==> src/common/l2_params.svh <==
/*
 * Size and address-map macros for the second-level cache.
 * Included by the package and by every RTL file that sizes an array
 * or decodes an address. Every size derives from these values.
 */

`ifndef L2_PARAMS_SVH
`define L2_PARAMS_SVH

// bus and storage geometry
`define L2_WORD_BITS      32            // bus and data word width
`define L2_BLOCK_WORDS    4             // words per block
`define L2_ASSOC          4             // ways per set
`define L2_SETS           8             // sets in the cache

// address split, tag | set | word | byte
`define L2_OFFSET_BITS    2             // word select within a block
`define L2_SET_BITS       3             // set index
`define L2_TAG_BITS       25            // remaining upper bits

// everything from here up bypasses the cache
`define L2_NONCACHE_START 32'h8000_0000

`endif

==> src/common/l2_pkg.sv <==
/*
 * Shared types for the second-level cache: sized vectors, the packed
 * processor/memory bus structs, the address split, the per-set LRU
 * list and the controller state encoding.
 * Referenced with l2_pkg:: scoped names, compiled before the RTL.
 */

`default_nettype none

`include "l2_params.svh"

package l2_pkg;

    typedef logic [`L2_WORD_BITS-1:0]     word_t;      // address or data word
    typedef logic [`L2_TAG_BITS-1:0]      tag_t;
    typedef logic [`L2_SET_BITS-1:0]      set_idx_t;
    typedef logic [`L2_OFFSET_BITS-1:0]   word_idx_t;  // word within a block
    typedef logic [$clog2(`L2_ASSOC)-1:0] way_idx_t;
    typedef logic [`L2_WORD_BITS/8-1:0]   byte_en_t;   // one bit per byte lane

    // request side of either bus, held until busy drops
    typedef struct packed {
        logic     ren;
        logic     wen;
        word_t    addr;
        word_t    wdata;
        byte_en_t byte_en;
    } bus_req_t;

    typedef struct packed {
        logic  busy;
        word_t rdata;
    } bus_rsp_t;

    typedef struct packed {
        tag_t       tag;
        set_idx_t   set;
        word_idx_t  word;
        logic [1:0] byte_off;
    } decoded_addr_t;

    // victim is the least recently used way, ord1 the most recent
    typedef struct packed {
        way_idx_t victim;
        way_idx_t next_victim;
        way_idx_t ord0;
        way_idx_t ord1;
    } lru_order_t;

    typedef enum logic [1:0] {
        IDLE,
        WB,
        FETCH
    } ctrl_state_t;

endpackage

`default_nettype wire

==> src/hw/l2_lru.sv <==
/*
 * True LRU replacement lists, one ordered list of ways per set.
 * The victim output for the addressed set is combinational; a touch
 * moves the touched way to the most-recent end at the next edge.
 */

`timescale 1ns/10ps
`default_nettype none

`include "l2_params.svh"

module l2_lru (
    input  logic             CLK,
    input  logic             nRST,
    input  l2_pkg::set_idx_t set_idx,
    input  logic             touch_en,
    input  l2_pkg::way_idx_t touch_way,
    output l2_pkg::way_idx_t victim_way
);

    l2_pkg::lru_order_t order [`L2_SETS];
    l2_pkg::lru_order_t cur_order;
    l2_pkg::lru_order_t next_order;
    l2_pkg::way_idx_t   list    [`L2_ASSOC];   // index 0 is least recent
    l2_pkg::way_idx_t   shifted [`L2_ASSOC];

    ////////////////////////////////////////
    // reorder on touch
    ////////////////////////////////////////

    always_comb begin
        logic found;

        found     = 1'b0;
        cur_order = order[set_idx];
        list[0]   = cur_order.victim;
        list[1]   = cur_order.next_victim;
        list[2]   = cur_order.ord0;
        list[3]   = cur_order.ord1;

        // drop the touched way, close the gap toward the victim end
        for (int i = 0; i < `L2_ASSOC - 1; i++) begin
            if (list[i] == touch_way) begin
                found = 1'b1;
            end
            shifted[i] = found ? list[i+1] : list[i];
        end
        shifted[`L2_ASSOC-1] = touch_way;   // now most recent

        next_order.victim      = shifted[0];
        next_order.next_victim = shifted[1];
        next_order.ord0        = shifted[2];
        next_order.ord1        = shifted[3];
    end

    assign victim_way = cur_order.victim;

    ////////////////////////////////////////
    // list storage
    ////////////////////////////////////////

    always_ff @(posedge CLK, negedge nRST) begin
        if (!nRST) begin
            for (int s = 0; s < `L2_SETS; s++) begin
                order[s] <= '{victim: 2'd0, next_victim: 2'd1, ord0: 2'd2, ord1: 2'd3};
            end
        end else if (touch_en) begin
            order[set_idx] <= next_order;
        end
    end

endmodule

`default_nettype wire

==> config.mk <==
export PLATFORM = sky130hd
export DESIGN_NAME = l2_lru
export DESIGN_NICKNAME = d
export VERILOG_FILES = /design/src/common/l2_pkg.sv /design/src/hw/l2_lru.sv
export VERILOG_INCLUDE_DIRS = /design/src /design/src/common
export SDC_FILE = /design/constraint.sdc
export NUM_CORES = 1
export LEC_CHECK = 0
export BUFFER_PORTS_ARGS = -buffer_cell sky130_fd_sc_hd__buf_2
export CORE_MARGIN = 2
export CORE_UTILIZATION = 55
export CTS_BUF_LIST = sky130_fd_sc_hd__clkbuf_8
export CTS_CLUSTER_SIZE = 10
export DETAILED_ROUTE_END_ITERATION = 8
export HOLD_SLACK_MARGIN = 0.15
export PLACE_DENSITY = 0.72
export SYNTH_ARGS = -nofsm -noshare
export SYNTH_HDL_FRONTEND = slang
export SYNTH_SLANG_ARGS = --single-unit
==> constraint.sdc <==
create_clock -name CLK -period 2.95 [get_ports CLK]
set_clock_uncertainty 0.15 [all_clocks]
set_input_delay 0.1475 -clock CLK [delete_from_list [all_inputs] [get_ports CLK]]
set_output_delay 0.1475 -clock CLK [all_outputs]
set_load 0.05 [all_outputs]
==> results.md <==
- Setup violators final: 0
- Fin cells: 415
- Hold WS: 0.2954 ns
- Worst setup EP type: flip-flop
- Clk pin slew, worst setup/hold paths: 0.07 ns
- Routed WL: 7539 um
- Max-cap violation count: 0
- DIE WIDTH: 81.66 um
- IO Port Bufs: 9
- Period Utilization, post-route: 88.91%
- # rows: 28
- CP required: 2.98 ns
- Skew-Pair Late Insertion Delay: 0.34 ns
- Hold Path Cell Cnt: 5
- DRC: 0
- Die area: 6668 um2
- Antenna Nets Post-Route: 0
- Antenna diodes: 0
- Io pins: 10
- Core area: 5886 um2
- Final slew viol count: 0
- Crit start category: flip-flop
- Most flops, register: order
- Via count: 2514
- WL/cell: 18.17 um
- Count of different cell masters after synthesis: 47
- Placed cell count: 395
- Avg Synthesized Cell Area: 10.53 um2
- Total gr overflow: 0
- Largest area contributor in the netlist: dfstp_2
- TritonCTS Sinks: 64
- Pleak: 1.563 nW
- Tmin final: 2.623 ns
- Largest net degree at the start of global routing: 65
- Area grow syn2layout: 11.51%
- Ys Warns: 0
- Peak VDD IR: 0.4663 mV
- Crit Path Max Fanout: 8
- Post-synth top area share: 25.35%
- Chip height: 81.66 um
- Asr flop ratio synth: 100.0%
- Final nets: 343
- Top cells by area, synth: dfstp_2 (25%), dfrtp_1 (24%), nor2_1 (5.9%)
- First-pass iteration count of the detailed router: 4
- CTS tree: built
- Slew @ Worst Pin: 0.7669 ns
- Worst r2r path cells: 7
- Clock Tree Root: clkbuf_8
- EDFF count, synth: 0
- RSZ-0062 raised after global routing: false
- Share of the yosys chip area belonging to registers: 49.49%
- RePlAce Congestion: 0.8523
- CP Class: flip-flop to flip-flop
- WP data arrival: 2.65 ns
- Vias per cell: 6.058
- Synth Register Bits: 64
- Power Density: 904.6 nW/um2
- Most frequent cells in the layout: nor2_1 (52), dfstp_2 (32), dfrtp_1 (32)
- Fillers: 463
- Pre-CTS setup slack: 0.1971 ns
- Initial antenna violation count: 0
- GR Util All Layers: 25.74%
- Global-route wire length before repair: 12500 um
- Num CTS Buffers: 9
- Number of global-route vias before repair: 2438
- Initial Utilization: 56.36%
- CTS resizes: 0
- Post-Syn Nets: 323
- Post-DP HPWL: 5123 um
- Final Hold Viols: 0
- Cell area after synthesis: 3317 um2
- Largest regs: order x64
- Commonest non-fill, non-tap cell in the layout: nor2_1
- H-tree depth: 3
- Total negative slack: 0 ns
- Rel. slew slack: 48.68%
- Fmax: 381.2 MHz
- Number of flip-flops in the largest register: 64
- Status: completed
- Cells after Synth: 315
- Most used DFF post-synth: dfstp_2
- Clock Tree Buf Depth: 2
- Setup ws final: 0.3270 ns
- Hold/Removal Path Class: primary input to flip-flop
- Layout cells sized above 1: 29.71%
- Iteration-0 DRC Markers: 216
## worst max-delay path, cell delays in order, from the launching register on
cell      delay (ns)
dfrtp_1         0.38
mux2_4          0.27
a22o_1          0.22
a211o_1         0.42
xnor2_2         0.19
a222oi_1        0.39
or2_1           0.32
a31oi_1         0.12
## cells by family after synthesis
logic type	count (synthesis)	share of synthesized area, %
simple gates	100	12.90
compound gates	84	16.37
buf+inv	24	4.111
xor+xnor	8	2.565
flops	64	49.49
mux	35	14.56
## worst paths after layout
check                                      start                     to  slack, ns
max                        order[29]$_DFFE_PN0P_  order[34]$_DFFE_PN0P_       0.33
min                                   set_idx[1]   order[2]$_DFFE_PN0P_       0.30
max reg2reg                order[29]$_DFFE_PN0P_  order[34]$_DFFE_PN0P_       0.33
min reg2reg                order[17]$_DFFE_PN1P_  order[17]$_DFFE_PN1P_       0.32
max in group asynchronous                   nRST  order[45]$_DFFE_PN0P_       1.79
min in group asynchronous                   nRST  order[10]$_DFFE_PN0P_       0.36
## power breakdown
| group | switching [mW] | internal, mW | total, mW |
|---|---|---|---|
| Combinational | 0.643 | 0.492 | 1.14 |
| Clock | 0.326 | 0.403 | 0.729 |
| Sequential | 0.177 | 1.30 | 1.48 |
| Total | 1.15 | 2.20 | 3.35 |
## timing repair
action	in CTS	in global routing
endpoints found under the hold margin	42	0
hold buffers	4	0
setup buffers	0	0
## stage by stage
| stage | power, mW | instance area [um2] | util (%) |
|---|---|---|---|
| global placement | 2.573 | 3468 | 58.93 |
| detailed placement | 2.615 | 3468 | 58.93 |
| CTS | 3.345 | 3699 | 62.84 |
| finish | 3.346 | 3699 | 62.84 |
| global route | 3.557 | 3699 | 62.84 |
| floorplan | 2.340 | 3317 | - |
## routing by layer
layer | up-vias | part of all wire (%) | routed length (um) | global-route usage, %
met5 | - | 0 | 0 | 4.167
met3 | 21 | 5.8 | 435 | 5.275
met4 | 0 | 2.6 | 199 | 11.83
li1 | 1166 | - | - | -
met2 | 78 | 47 | 3544 | 38.11
met1 | 1249 | 45 | 3360 | 36.24
## cells in the mapped netlist, drive strengths merged (3+ instances only)
| cell type | instances |
|---|---|
| a21oi | 30 |
| xnor2 | 5 |
| nor3 | 4 |
| or2 | 4 |
| buf | 10 |
| inv | 5 |
| a31oi | 16 |
| dfrtp | 32 |
| a211oi | 4 |
| o21ai | 17 |
| xor2 | 3 |
| nor2 | 52 |
| mux2 | 10 |
| nand2 | 30 |
| dfstp | 32 |
| nand2b | 3 |
| clkbuf | 9 |
| mux2i | 17 |
| o221ai | 3 |
| mux4 | 8 |
## final cells by class
class                      count  area, um2  share of cell area (%)
clock buffer                  10      137.6                   3.721
clock inverter                 6      52.55                   1.421
inverter                       5      18.77                  0.5074
multi-input combinational    227       1544                   41.75
sequential                    64       1642                   44.38
tap                           75      93.84                   2.537
timing repair buffer          28      210.2                   5.683
(Power assumes the default switching activity.)
