### src/common/l2_params.svh
/*
 * Size and address-map macros for the second-level cache.
 * Included by the package and by every RTL file that sizes an array
 * or decodes an address. Every size derives from these values.
 */

`ifndef L2_PARAMS_SVH
`define L2_PARAMS_SVH

// bus and storage geometry
`define L2_WORD_BITS      32            // bus and data word width
`define L2_BLOCK_WORDS    4             // words per block
`define L2_ASSOC          4             // ways per set
`define L2_SETS           8             // sets in the cache

// address split, tag | set | word | byte
`define L2_OFFSET_BITS    2             // word select within a block
`define L2_SET_BITS       3             // set index
`define L2_TAG_BITS       25            // remaining upper bits

// everything from here up bypasses the cache
`define L2_NONCACHE_START 32'h8000_0000

`endif

### src/common/l2_pkg.sv
/*
 * Shared types for the second-level cache: sized vectors, the packed
 * processor/memory bus structs, the address split, the per-set LRU
 * list and the controller state encoding.
 * Referenced with l2_pkg:: scoped names, compiled before the RTL.
 */

`default_nettype none

`include "l2_params.svh"

package l2_pkg;

    typedef logic [`L2_WORD_BITS-1:0]     word_t;      // address or data word
    typedef logic [`L2_TAG_BITS-1:0]      tag_t;
    typedef logic [`L2_SET_BITS-1:0]      set_idx_t;
    typedef logic [`L2_OFFSET_BITS-1:0]   word_idx_t;  // word within a block
    typedef logic [$clog2(`L2_ASSOC)-1:0] way_idx_t;
    typedef logic [`L2_WORD_BITS/8-1:0]   byte_en_t;   // one bit per byte lane

    // request side of either bus, held until busy drops
    typedef struct packed {
        logic     ren;
        logic     wen;
        word_t    addr;
        word_t    wdata;
        byte_en_t byte_en;
    } bus_req_t;

    typedef struct packed {
        logic  busy;
        word_t rdata;
    } bus_rsp_t;

    typedef struct packed {
        tag_t       tag;
        set_idx_t   set;
        word_idx_t  word;
        logic [1:0] byte_off;
    } decoded_addr_t;

    // victim is the least recently used way, ord1 the most recent
    typedef struct packed {
        way_idx_t victim;
        way_idx_t next_victim;
        way_idx_t ord0;
        way_idx_t ord1;
    } lru_order_t;

    typedef enum logic [1:0] {
        IDLE,
        WB,
        FETCH
    } ctrl_state_t;

endpackage

`default_nettype wire

### src/l2_ctrl/l2_ctrl.sv
/*
 * Cache controller: answers hits, routes non-cacheable accesses
 * straight to memory, and runs the miss sequence of an optional
 * writeback of the LRU victim followed by a block fetch.
 * The word counter and memory address step only on accepted words.
 */

`timescale 1ns/10ps
`default_nettype none

`include "l2_params.svh"

module l2_ctrl (
    input  logic              CLK,
    input  logic              nRST,
    input  l2_pkg::bus_req_t  proc_req,
    output l2_pkg::bus_rsp_t  proc_rsp,
    output l2_pkg::bus_req_t  mem_req,
    input  l2_pkg::bus_rsp_t  mem_rsp,
    input  logic              hit,
    input  l2_pkg::word_t     hit_word,
    input  logic              victim_dirty,
    input  l2_pkg::tag_t      victim_tag,
    input  l2_pkg::word_t     victim_word,
    output logic              fill_en,
    output logic              fill_done,
    output logic              clean_en,
    output l2_pkg::word_idx_t word_num,
    output logic              write_en,
    output logic              touch_en
);

    l2_pkg::ctrl_state_t   state, next_state;
    l2_pkg::word_idx_t     word_cnt, next_word_cnt;
    l2_pkg::word_t         mem_addr, next_mem_addr;   // current block word address
    l2_pkg::decoded_addr_t da;
    l2_pkg::decoded_addr_t wb_base;
    l2_pkg::decoded_addr_t fetch_base;
    logic                  req;
    logic                  pass_through;
    logic                  last_word;

    assign da           = proc_req.addr;
    assign req          = proc_req.ren | proc_req.wen;
    assign pass_through = (proc_req.addr >= `L2_NONCACHE_START);
    assign last_word    = (word_cnt == l2_pkg::word_idx_t'(`L2_BLOCK_WORDS - 1));
    assign word_num     = word_cnt;

    // block-aligned start addresses for the two miss phases
    assign wb_base    = '{tag: victim_tag, set: da.set, word: '0, byte_off: 2'b00};
    assign fetch_base = '{tag: da.tag, set: da.set, word: '0, byte_off: 2'b00};

    ////////////////////////////////////////
    // registers
    ////////////////////////////////////////

    always_ff @(posedge CLK, negedge nRST) begin
        if (!nRST) begin
            state    <= l2_pkg::IDLE;
            word_cnt <= '0;
            mem_addr <= '0;
        end else begin
            state    <= next_state;
            word_cnt <= next_word_cnt;
            mem_addr <= next_mem_addr;
        end
    end

    ////////////////////////////////////////
    // next state and bus muxing
    ////////////////////////////////////////

    always_comb begin
        next_state       = state;
        next_word_cnt    = word_cnt;
        next_mem_addr    = mem_addr;
        proc_rsp.busy    = 1'b1;                  // busy unless answered
        proc_rsp.rdata   = hit_word;
        mem_req.ren      = 1'b0;
        mem_req.wen      = 1'b0;
        mem_req.addr     = mem_addr;
        mem_req.wdata    = victim_word;
        mem_req.byte_en  = '1;                    // writebacks are full words
        fill_en          = 1'b0;
        fill_done        = 1'b0;
        clean_en         = 1'b0;
        write_en         = 1'b0;
        touch_en         = 1'b0;

        unique case (state)
            l2_pkg::IDLE: begin
                if (pass_through) begin
                    if (req) begin
                        mem_req  = proc_req;      // byte_en goes through as is
                        proc_rsp = mem_rsp;
                    end
                end else if (req && hit) begin
                    proc_rsp.busy = 1'b0;
                    write_en      = proc_req.wen;
                    touch_en      = 1'b1;
                end else if (req) begin
                    // miss, victim way comes from the lru list
                    next_word_cnt = '0;
                    if (victim_dirty) begin
                        next_mem_addr = wb_base;
                        next_state    = l2_pkg::WB;
                    end else begin
                        next_mem_addr = fetch_base;
                        next_state    = l2_pkg::FETCH;
                    end
                end
            end

            l2_pkg::WB: begin
                mem_req.wen = 1'b1;
                if (!mem_rsp.busy) begin
                    next_word_cnt = word_cnt + 1'b1;
                    next_mem_addr = mem_addr + l2_pkg::word_t'(`L2_WORD_BITS / 8);
                    if (last_word) begin
                        clean_en      = 1'b1;
                        next_mem_addr = fetch_base;
                        next_state    = l2_pkg::FETCH;
                    end
                end
            end

            l2_pkg::FETCH: begin
                mem_req.ren = 1'b1;
                if (!mem_rsp.busy) begin
                    fill_en       = 1'b1;
                    next_word_cnt = word_cnt + 1'b1;
                    next_mem_addr = mem_addr + l2_pkg::word_t'(`L2_WORD_BITS / 8);
                    if (last_word) begin
                        fill_done  = 1'b1;         // request retries as a hit
                        next_state = l2_pkg::IDLE;
                    end
                end
            end

            default: begin
                next_state = l2_pkg::IDLE;
            end
        endcase
    end

endmodule

`default_nettype wire

### config.mk
export PLATFORM = sky130hd
export DESIGN_NAME = l2_ctrl
export DESIGN_NICKNAME = d
export VERILOG_FILES = /design/src/common/l2_pkg.sv /design/src/l2_ctrl/l2_ctrl.sv
export VERILOG_INCLUDE_DIRS = /design/src /design/src/common
export SDC_FILE = /design/constraint.sdc
export NUM_CORES = 1
export LEC_CHECK = 0
export BUFFER_PORTS_ARGS = -buffer_cell sky130_fd_sc_hd__clkbuf_2
export CAP_MARGIN = 40
export CORE_AREA = 2 2 119 121
export CTS_CLUSTER_SIZE = 25
export DETAILED_ROUTE_END_ITERATION = 12
export DIE_AREA = 0 0 121 123
export HOLD_SLACK_MARGIN = 0.1
export RECOVER_POWER = 100
export SYNTH_ARGS = -nofsm -noshare
export SYNTH_HDL_FRONTEND = slang
export SYNTH_SLANG_ARGS = --single-unit
export TNS_END_PERCENT = 100
### constraint.sdc
create_clock -name CLK -period 2.5 [get_ports CLK]
set_clock_uncertainty 0.05 [all_clocks]
set_input_delay 0.25 -clock CLK [delete_from_list [all_inputs] [get_ports CLK]]
set_output_delay 0.25 -clock CLK [all_outputs]
set_load 0.02 [all_outputs]
==> impl_metrics.toml, run 1 <==
[grt]
grt_usage = 0.252
grt_pass1_wl_mm = 28.1
grt_pass1_vias = 4699
grt_start_max_net_pins = 44
overflow = 0
antenna_found_initial = 1

[routing]
drt_pass1_iterations = 5
drc = 0
vias_per_cell = 5.27
wire_per_inst_um = 20.6
final_antenna_net_count = 0
drt_iter0_drc = 309
wl_mm = 19.8
via_count = 5070

[floorplanning]
die_height_um = 123
initial_core_util = 0.305
row_count = 43
core_um2 = 13600
die_w_um = 121
design.portCount = 306
dieArea_um2 = 14900

[worst_hold_path]
holdPathStages = 3
holdCritStartpoint = "proc_req[41]"
hold_end = "mem_addr[5]"
hold_class = "in -> reg"

[power]
clkPwrFrac = 0.100
p_seq_frac = 0.199
switching_share = 0.520
p_total_mw = 6.32
switchingPower_mw = 3.29
p_leak_nw = 2.95
powerDensity_nw_per_um2 = 1050
peakVddDrop_v = 0.000417
pwr-share-comb = 0.701
power.internal_mw = 3.03

[logic_synthesis]
yosysWarnings = 0
synth_area_per_cell_um2 = 8.52
synth.distinct_cells = 62
synth-seq-cells = 34
yosysSeqAreaShare = 0.205
async_reset_ff_frac = 1.00
synth_top_area_frac = 0.255
yosys-top-cells-area = "mux2_2 26%, dfrtp_1 21%, o21ai_0 4.1%"
synth_edf_count = 0
synth_most_common_cell = "mux2_2"
synthCells = 487
ys.flop_type = "dfrtp_1"
synth_area_um2 = 4150
netlist.top_cell.by_area = "mux2_2"
synthTopCellsByCount = "94 x mux2_2, 34 x dfrtp_1, 34 x nor2_1, 34 x o21ai_0, 33 x nand2_1"
synth_nets = 690

[critical_path]
path_max_fanout = 22
r2r-end = "mem_addr[24]"
r2r_start = "state[0]"
r2r_cells = 8
r2r_slack_ns = 0.16
worstPathRequired_ns = 2.20
worstSetupEndpointType = "primary output"
setup.worst_path.start_class = "flip-flop"
path_class = "reg -> out"
cp_data_arrival_time_ns = 2.18

[timing]
final.setup.worst_slack_ns = 0.0211
rsz0062_at_grt = "true"
worst_slew_pin_slew_ns = 0.947
period_minus_slack_ns = 2.48
finalHoldViolations = 0
slew_viol_final = 0
min_period_over_period = 0.992
timing.fmax_ghz = 0.403
setup_viol_count_final = 0
max-slew-margin-rel = 0.368

[place]
pre_cts_slack_ns = 0.277
hpwl_mm = 16.0
port_buffers = 305
place_area_um2 = 5890
dp.cells = 949
place_congestion = 0.897

[cells_and_area]
fillCellCount = 1402
nNetsFinal = 983
drive_gt1_frac = 0.561
final_area_um2 = 6050
areaGrowthSynthToFinish_pct = 45.8
final_cells = 962

[clocking]
cts_buffers = 5
clkTransAtPathRegs_ns = 0.06
clkLatencyLatePin_ns = 0.28
cts_max_path_buffers = 2
h-tree-depth = 2
cts_tree = "done"
cts-root-buf = "clkbuf_16"
cts.sinks = 34

[status]
status = "finished clean"

[flow_run]
cap_viol_max_count = 0
## cells by family after synthesis
group / after synthesis / synth area share
AO/OA/AOI/OAI: 132 / 0.221
adder cells (fa/ha/maj): 7 / 0.0211
buffers and inverters: 46 / 0.0510
flip-flops: 34 / 0.205
multiplexers: 107 / 0.286
AND/OR/NAND/NOR: 161 / 0.216
## sequential cells by signal, summed over array words and instances (netlist names)
name / cells
state: 2
mem_addr: 30
word_num: 2
## how the worst max path moves through the flow
stage,from,to,slack (ns)
finish,state[0],proc_rsp[26],0.02
global route,state[0],mem_req[33],-0.1
CTS,state[0],mem_req[33],0.02
detailed placement,state[0],proc_rsp[26],0.28
global placement,state[0],proc_rsp[26],0.30
floorplan,state[0],mem_req[65],0.41
## power groups by stage
stage / logic (mW) / registers, mW / clock network, mW
after floorplan: 3.19 / 1.08 / 0
after global placement: 4.40 / 1.26 / 0
after detailed placement: 4.42 / 1.26 / 0
after CTS: 4.49 / 1.25 / 0.648
after global routing: 4.84 / 1.30 / 0.675
final: 4.43 / 1.26 / 0.633
## final cells by class
type | instances | area (um^2) | area share
multi-input cells | 407 | 3070 | 0.507
repair buffers | 325 | 1730 | 0.286
flip-flops and latches | 34 | 851 | 0.141
well taps | 180 | 225 | 0.0372
clock buffers | 6 | 139 | 0.0230
inverters | 7 | 26.3 | 0.00434
clock inverters | 2 | 12.5 | 0.00207
diodes | 1 | 2.50 | 0.000414
## critical path, cell delays in order (launching register included)
cell and delay, ns:
dfrtp_1 0.39, inv_1 0.08, ha_1 0.21, o211ai_1 0.21, bufbuf_16 0.40, mux2_2 0.41
clkbuf_2 0.17
## metal layers
layer / vias up / wire length (um) / track usage
li1: 2442 / - / -
met2: 240 / 9300 / 0.406
met5: - / 0 / 0
met3: 17 / 1630 / 0.0480
met4: 0 / 387 / 0.0596
met1: 2371 / 8470 / 0.350
## layout by cell type, fill, tap and decap left out, types with 11 or more instances in the layout
master	n
a211oi_1	11
a21oi_1	13
a31oi_1	12
clkbuf_2	299
dfrtp_1	34
mux2_2	94
mux2i_1	13
nand2_1	34
nand3_1	19
nand4_1	11
nor2_1	34
nor2b_1	19
o21ai_0	35
## what timing repair did
action | CTS | global route
setup endpoints to repair | 5 | 73
hold endpoints to repair | 15 | 0
buffers inserted | 1 | 0
gates resized for setup | 1 | 2
cloned | 2 | 0
hold buffers | 1 | 0
## per-stage QoR
stage	utilization	setup TNS, ns	hold slack [ns]
after detailed placement	0.433	0	0.184
after global routing	0.444	-3.18	0.277
final	0.444	0	0.243
after CTS	0.448	0	0.230
after floorplan	-	0	-0.0956
after global placement	0.431	0	0.382
No activity file was read; power rests on OpenSTA's default activity.
==> run 2: changes to the inputs <==
==> constraint.sdc (replaced) <==
create_clock -name CLK -period 2.8 [get_ports CLK]
set_clock_uncertainty 0.05 [all_clocks]
set_input_delay 0.28 -clock CLK [delete_from_list [all_inputs] [get_ports CLK]]
set_output_delay 0.28 -clock CLK [all_outputs]
set_load 0.02 [all_outputs]
==> run 2 against run 1 <==
  * Combinational power fell by 13%
  * Sequential power fell by 10%
  * Routed wire length rose by 0.18%
  * Critical endpoint is now proc_rsp[18]
==> impl_metrics.toml, run 2 (synthesized netlist as in run 1, its figures left out) <==
[status]
status = "finished clean"

[floorplanning]
design.portCount = 306
dieArea_um2 = 14900
die_w_um = 121
core_um2 = 13600
row_count = 43
die_height_um = 123
initial_core_util = 0.305

[worst_hold_path]
holdPathStages = 3
holdCritStartpoint = "proc_req[40]"
hold_end = "mem_addr[4]"
hold_class = "in -> reg"

[clocking]
cts_max_path_buffers = 2
cts_buffers = 5
clkLatencyLatePin_ns = 0.28
h-tree-depth = 2
clkTransAtPathRegs_ns = 0.06
cts-root-buf = "clkbuf_16"
cts_tree = "done"
cts.sinks = 34

[power]
peakVddDrop_v = 0.000522
clkPwrFrac = 0.102
power.internal_mw = 2.63
pwr-share-comb = 0.694
switchingPower_mw = 2.92
powerDensity_nw_per_um2 = 935
p_leak_nw = 2.71
p_seq_frac = 0.204
switching_share = 0.527

[grt]
antenna_found_initial = 1
grt_usage = 0.251
grt_pass1_wl_mm = 28.0
grt_pass1_vias = 4654
overflow = 0
grt_start_max_net_pins = 42

[critical_path]
cp_num_buf_inv = 4
worstPathRequired_ns = 2.47
cp_data_arrival_time_ns = 2.24
setup.worst_path.start_class = "flip-flop"
path_max_fanout = 21
path_class = "reg -> out"
worstSetupEndpointType = "primary output"
r2r_cells = 8
critPathTopFamily = "buffers and inverters"
r2r_start = "state[0]"
path_cells = "inv_1, ha_1, o211ai_1, buf_4, clkbuf_4, mux2_2, clkbuf_1"
r2r_slack_ns = 0.37
cp_slowest_stage_delay_ns = 0.39
r2r-end = "mem_addr[31]"
slowest_stage = "dfrtp_1"

[place]
hpwl_mm = 16.4
place_congestion = 0.903
port_buffers = 305

[routing]
wire_per_inst_um = 20.6
drt_iter0_drc = 404
vias_per_cell = 5.25
wl_mm = 19.8
final_antenna_net_count = 0
drc = 0
via_count = 5058
drt_pass1_iterations = 5

[timing]
worst_slew_pin_slew_ns = 0.885
min_period_over_period = 0.919
finalHoldViolations = 0
setup_tns_ns = 0
setup_viol_count_final = 0
worst_hold_slack_ns = 0.267
rsz0062_at_grt = "false"
slew_viol_final = 0
max-slew-margin-rel = 0.410
timing.fmax_ghz = 0.389
period_minus_slack_ns = 2.57

[cells_and_area]
layout_common_cells = "220 x clkbuf_2, 89 x clkbuf_1, 83 x mux2_2"
max_flop_register = "mem_addr"
areaGrowthSynthToFinish_pct = 43.1
nNetsFinal = 983
final_common_cell = "clkbuf_2"
largest_reg_flops = 30
drive_gt1_frac = 0.447

[flow_run]
cap_viol_max_count = 0
## run 2: cell type report
type,count,area [um^2]
diodes,2,5.00
clock buffers,6,139
clock inverters,2,12.5
fillers,1455,7670
inverters,7,26.3
multi-input cells,407,3070
flip-flops and latches,34,851
well taps,180,225
repair buffers,325,1610
## run 2: worst min-delay path: stages
cell,delay [ns]
clkbuf_2,0.09
a21oi_1,0.05
o21ai_0,0.13
## run 2: repair_timing
item / in CTS / in global routing
setup buffers: 0 / 1
endpoints found under the hold margin: 12 / 0
setup endpoints to repair: 0 / 22
gates resized for setup: 0 / 1
hold buffers: 1 / 0
## run 2: through the flow
step	power (mW)	setup slack [ns]	util	area (um^2)	cells
finish	5.55	0.228	0.436	5940	963
CTS	5.69	0.0862	0.445	6060	960
detailed placement	5.10	0.405	0.434	5900	951
global placement	5.09	0.449	0.432	5880	950
floorplan	3.81	0.678	-	4150	487
global route	5.98	0.0839	0.436	5930	961
## run 2: worst max path at each step
stage / startpoint / cells past startpoint / slack, ns / end
floorplan: state[0] / 6 / 0.68 / mem_req[65]
global placement: state[0] / 6 / 0.45 / proc_rsp[4]
CTS: state[0] / 6 / 0.09 / proc_rsp[1]
detailed placement: state[0] / 6 / 0.41 / proc_rsp[1]
global route: state[0] / 7 / 0.08 / mem_req[42]
finish: state[0] / 7 / 0.23 / proc_rsp[18]
## run 2: layer usage
metal  global-route usage  up-vias  routed length, um
met3               0.0540       29               1800
met1                0.350     2351               8370
met4               0.0858        2                648
met5                    0        -                 13
li1                     -     2441                  -
met2                0.383      235               8980
## run 2: power groups by stage
stage / combinational [mW] / clock, mW / sequential, mW
global route: 4.20 / 0.615 / 1.17
CTS: 3.99 / 0.584 / 1.12
finish: 3.86 / 0.566 / 1.13
floorplan: 2.85 / 0 / 0.967
detailed placement: 3.98 / 0 / 1.12
global placement: 3.96 / 0 / 1.13
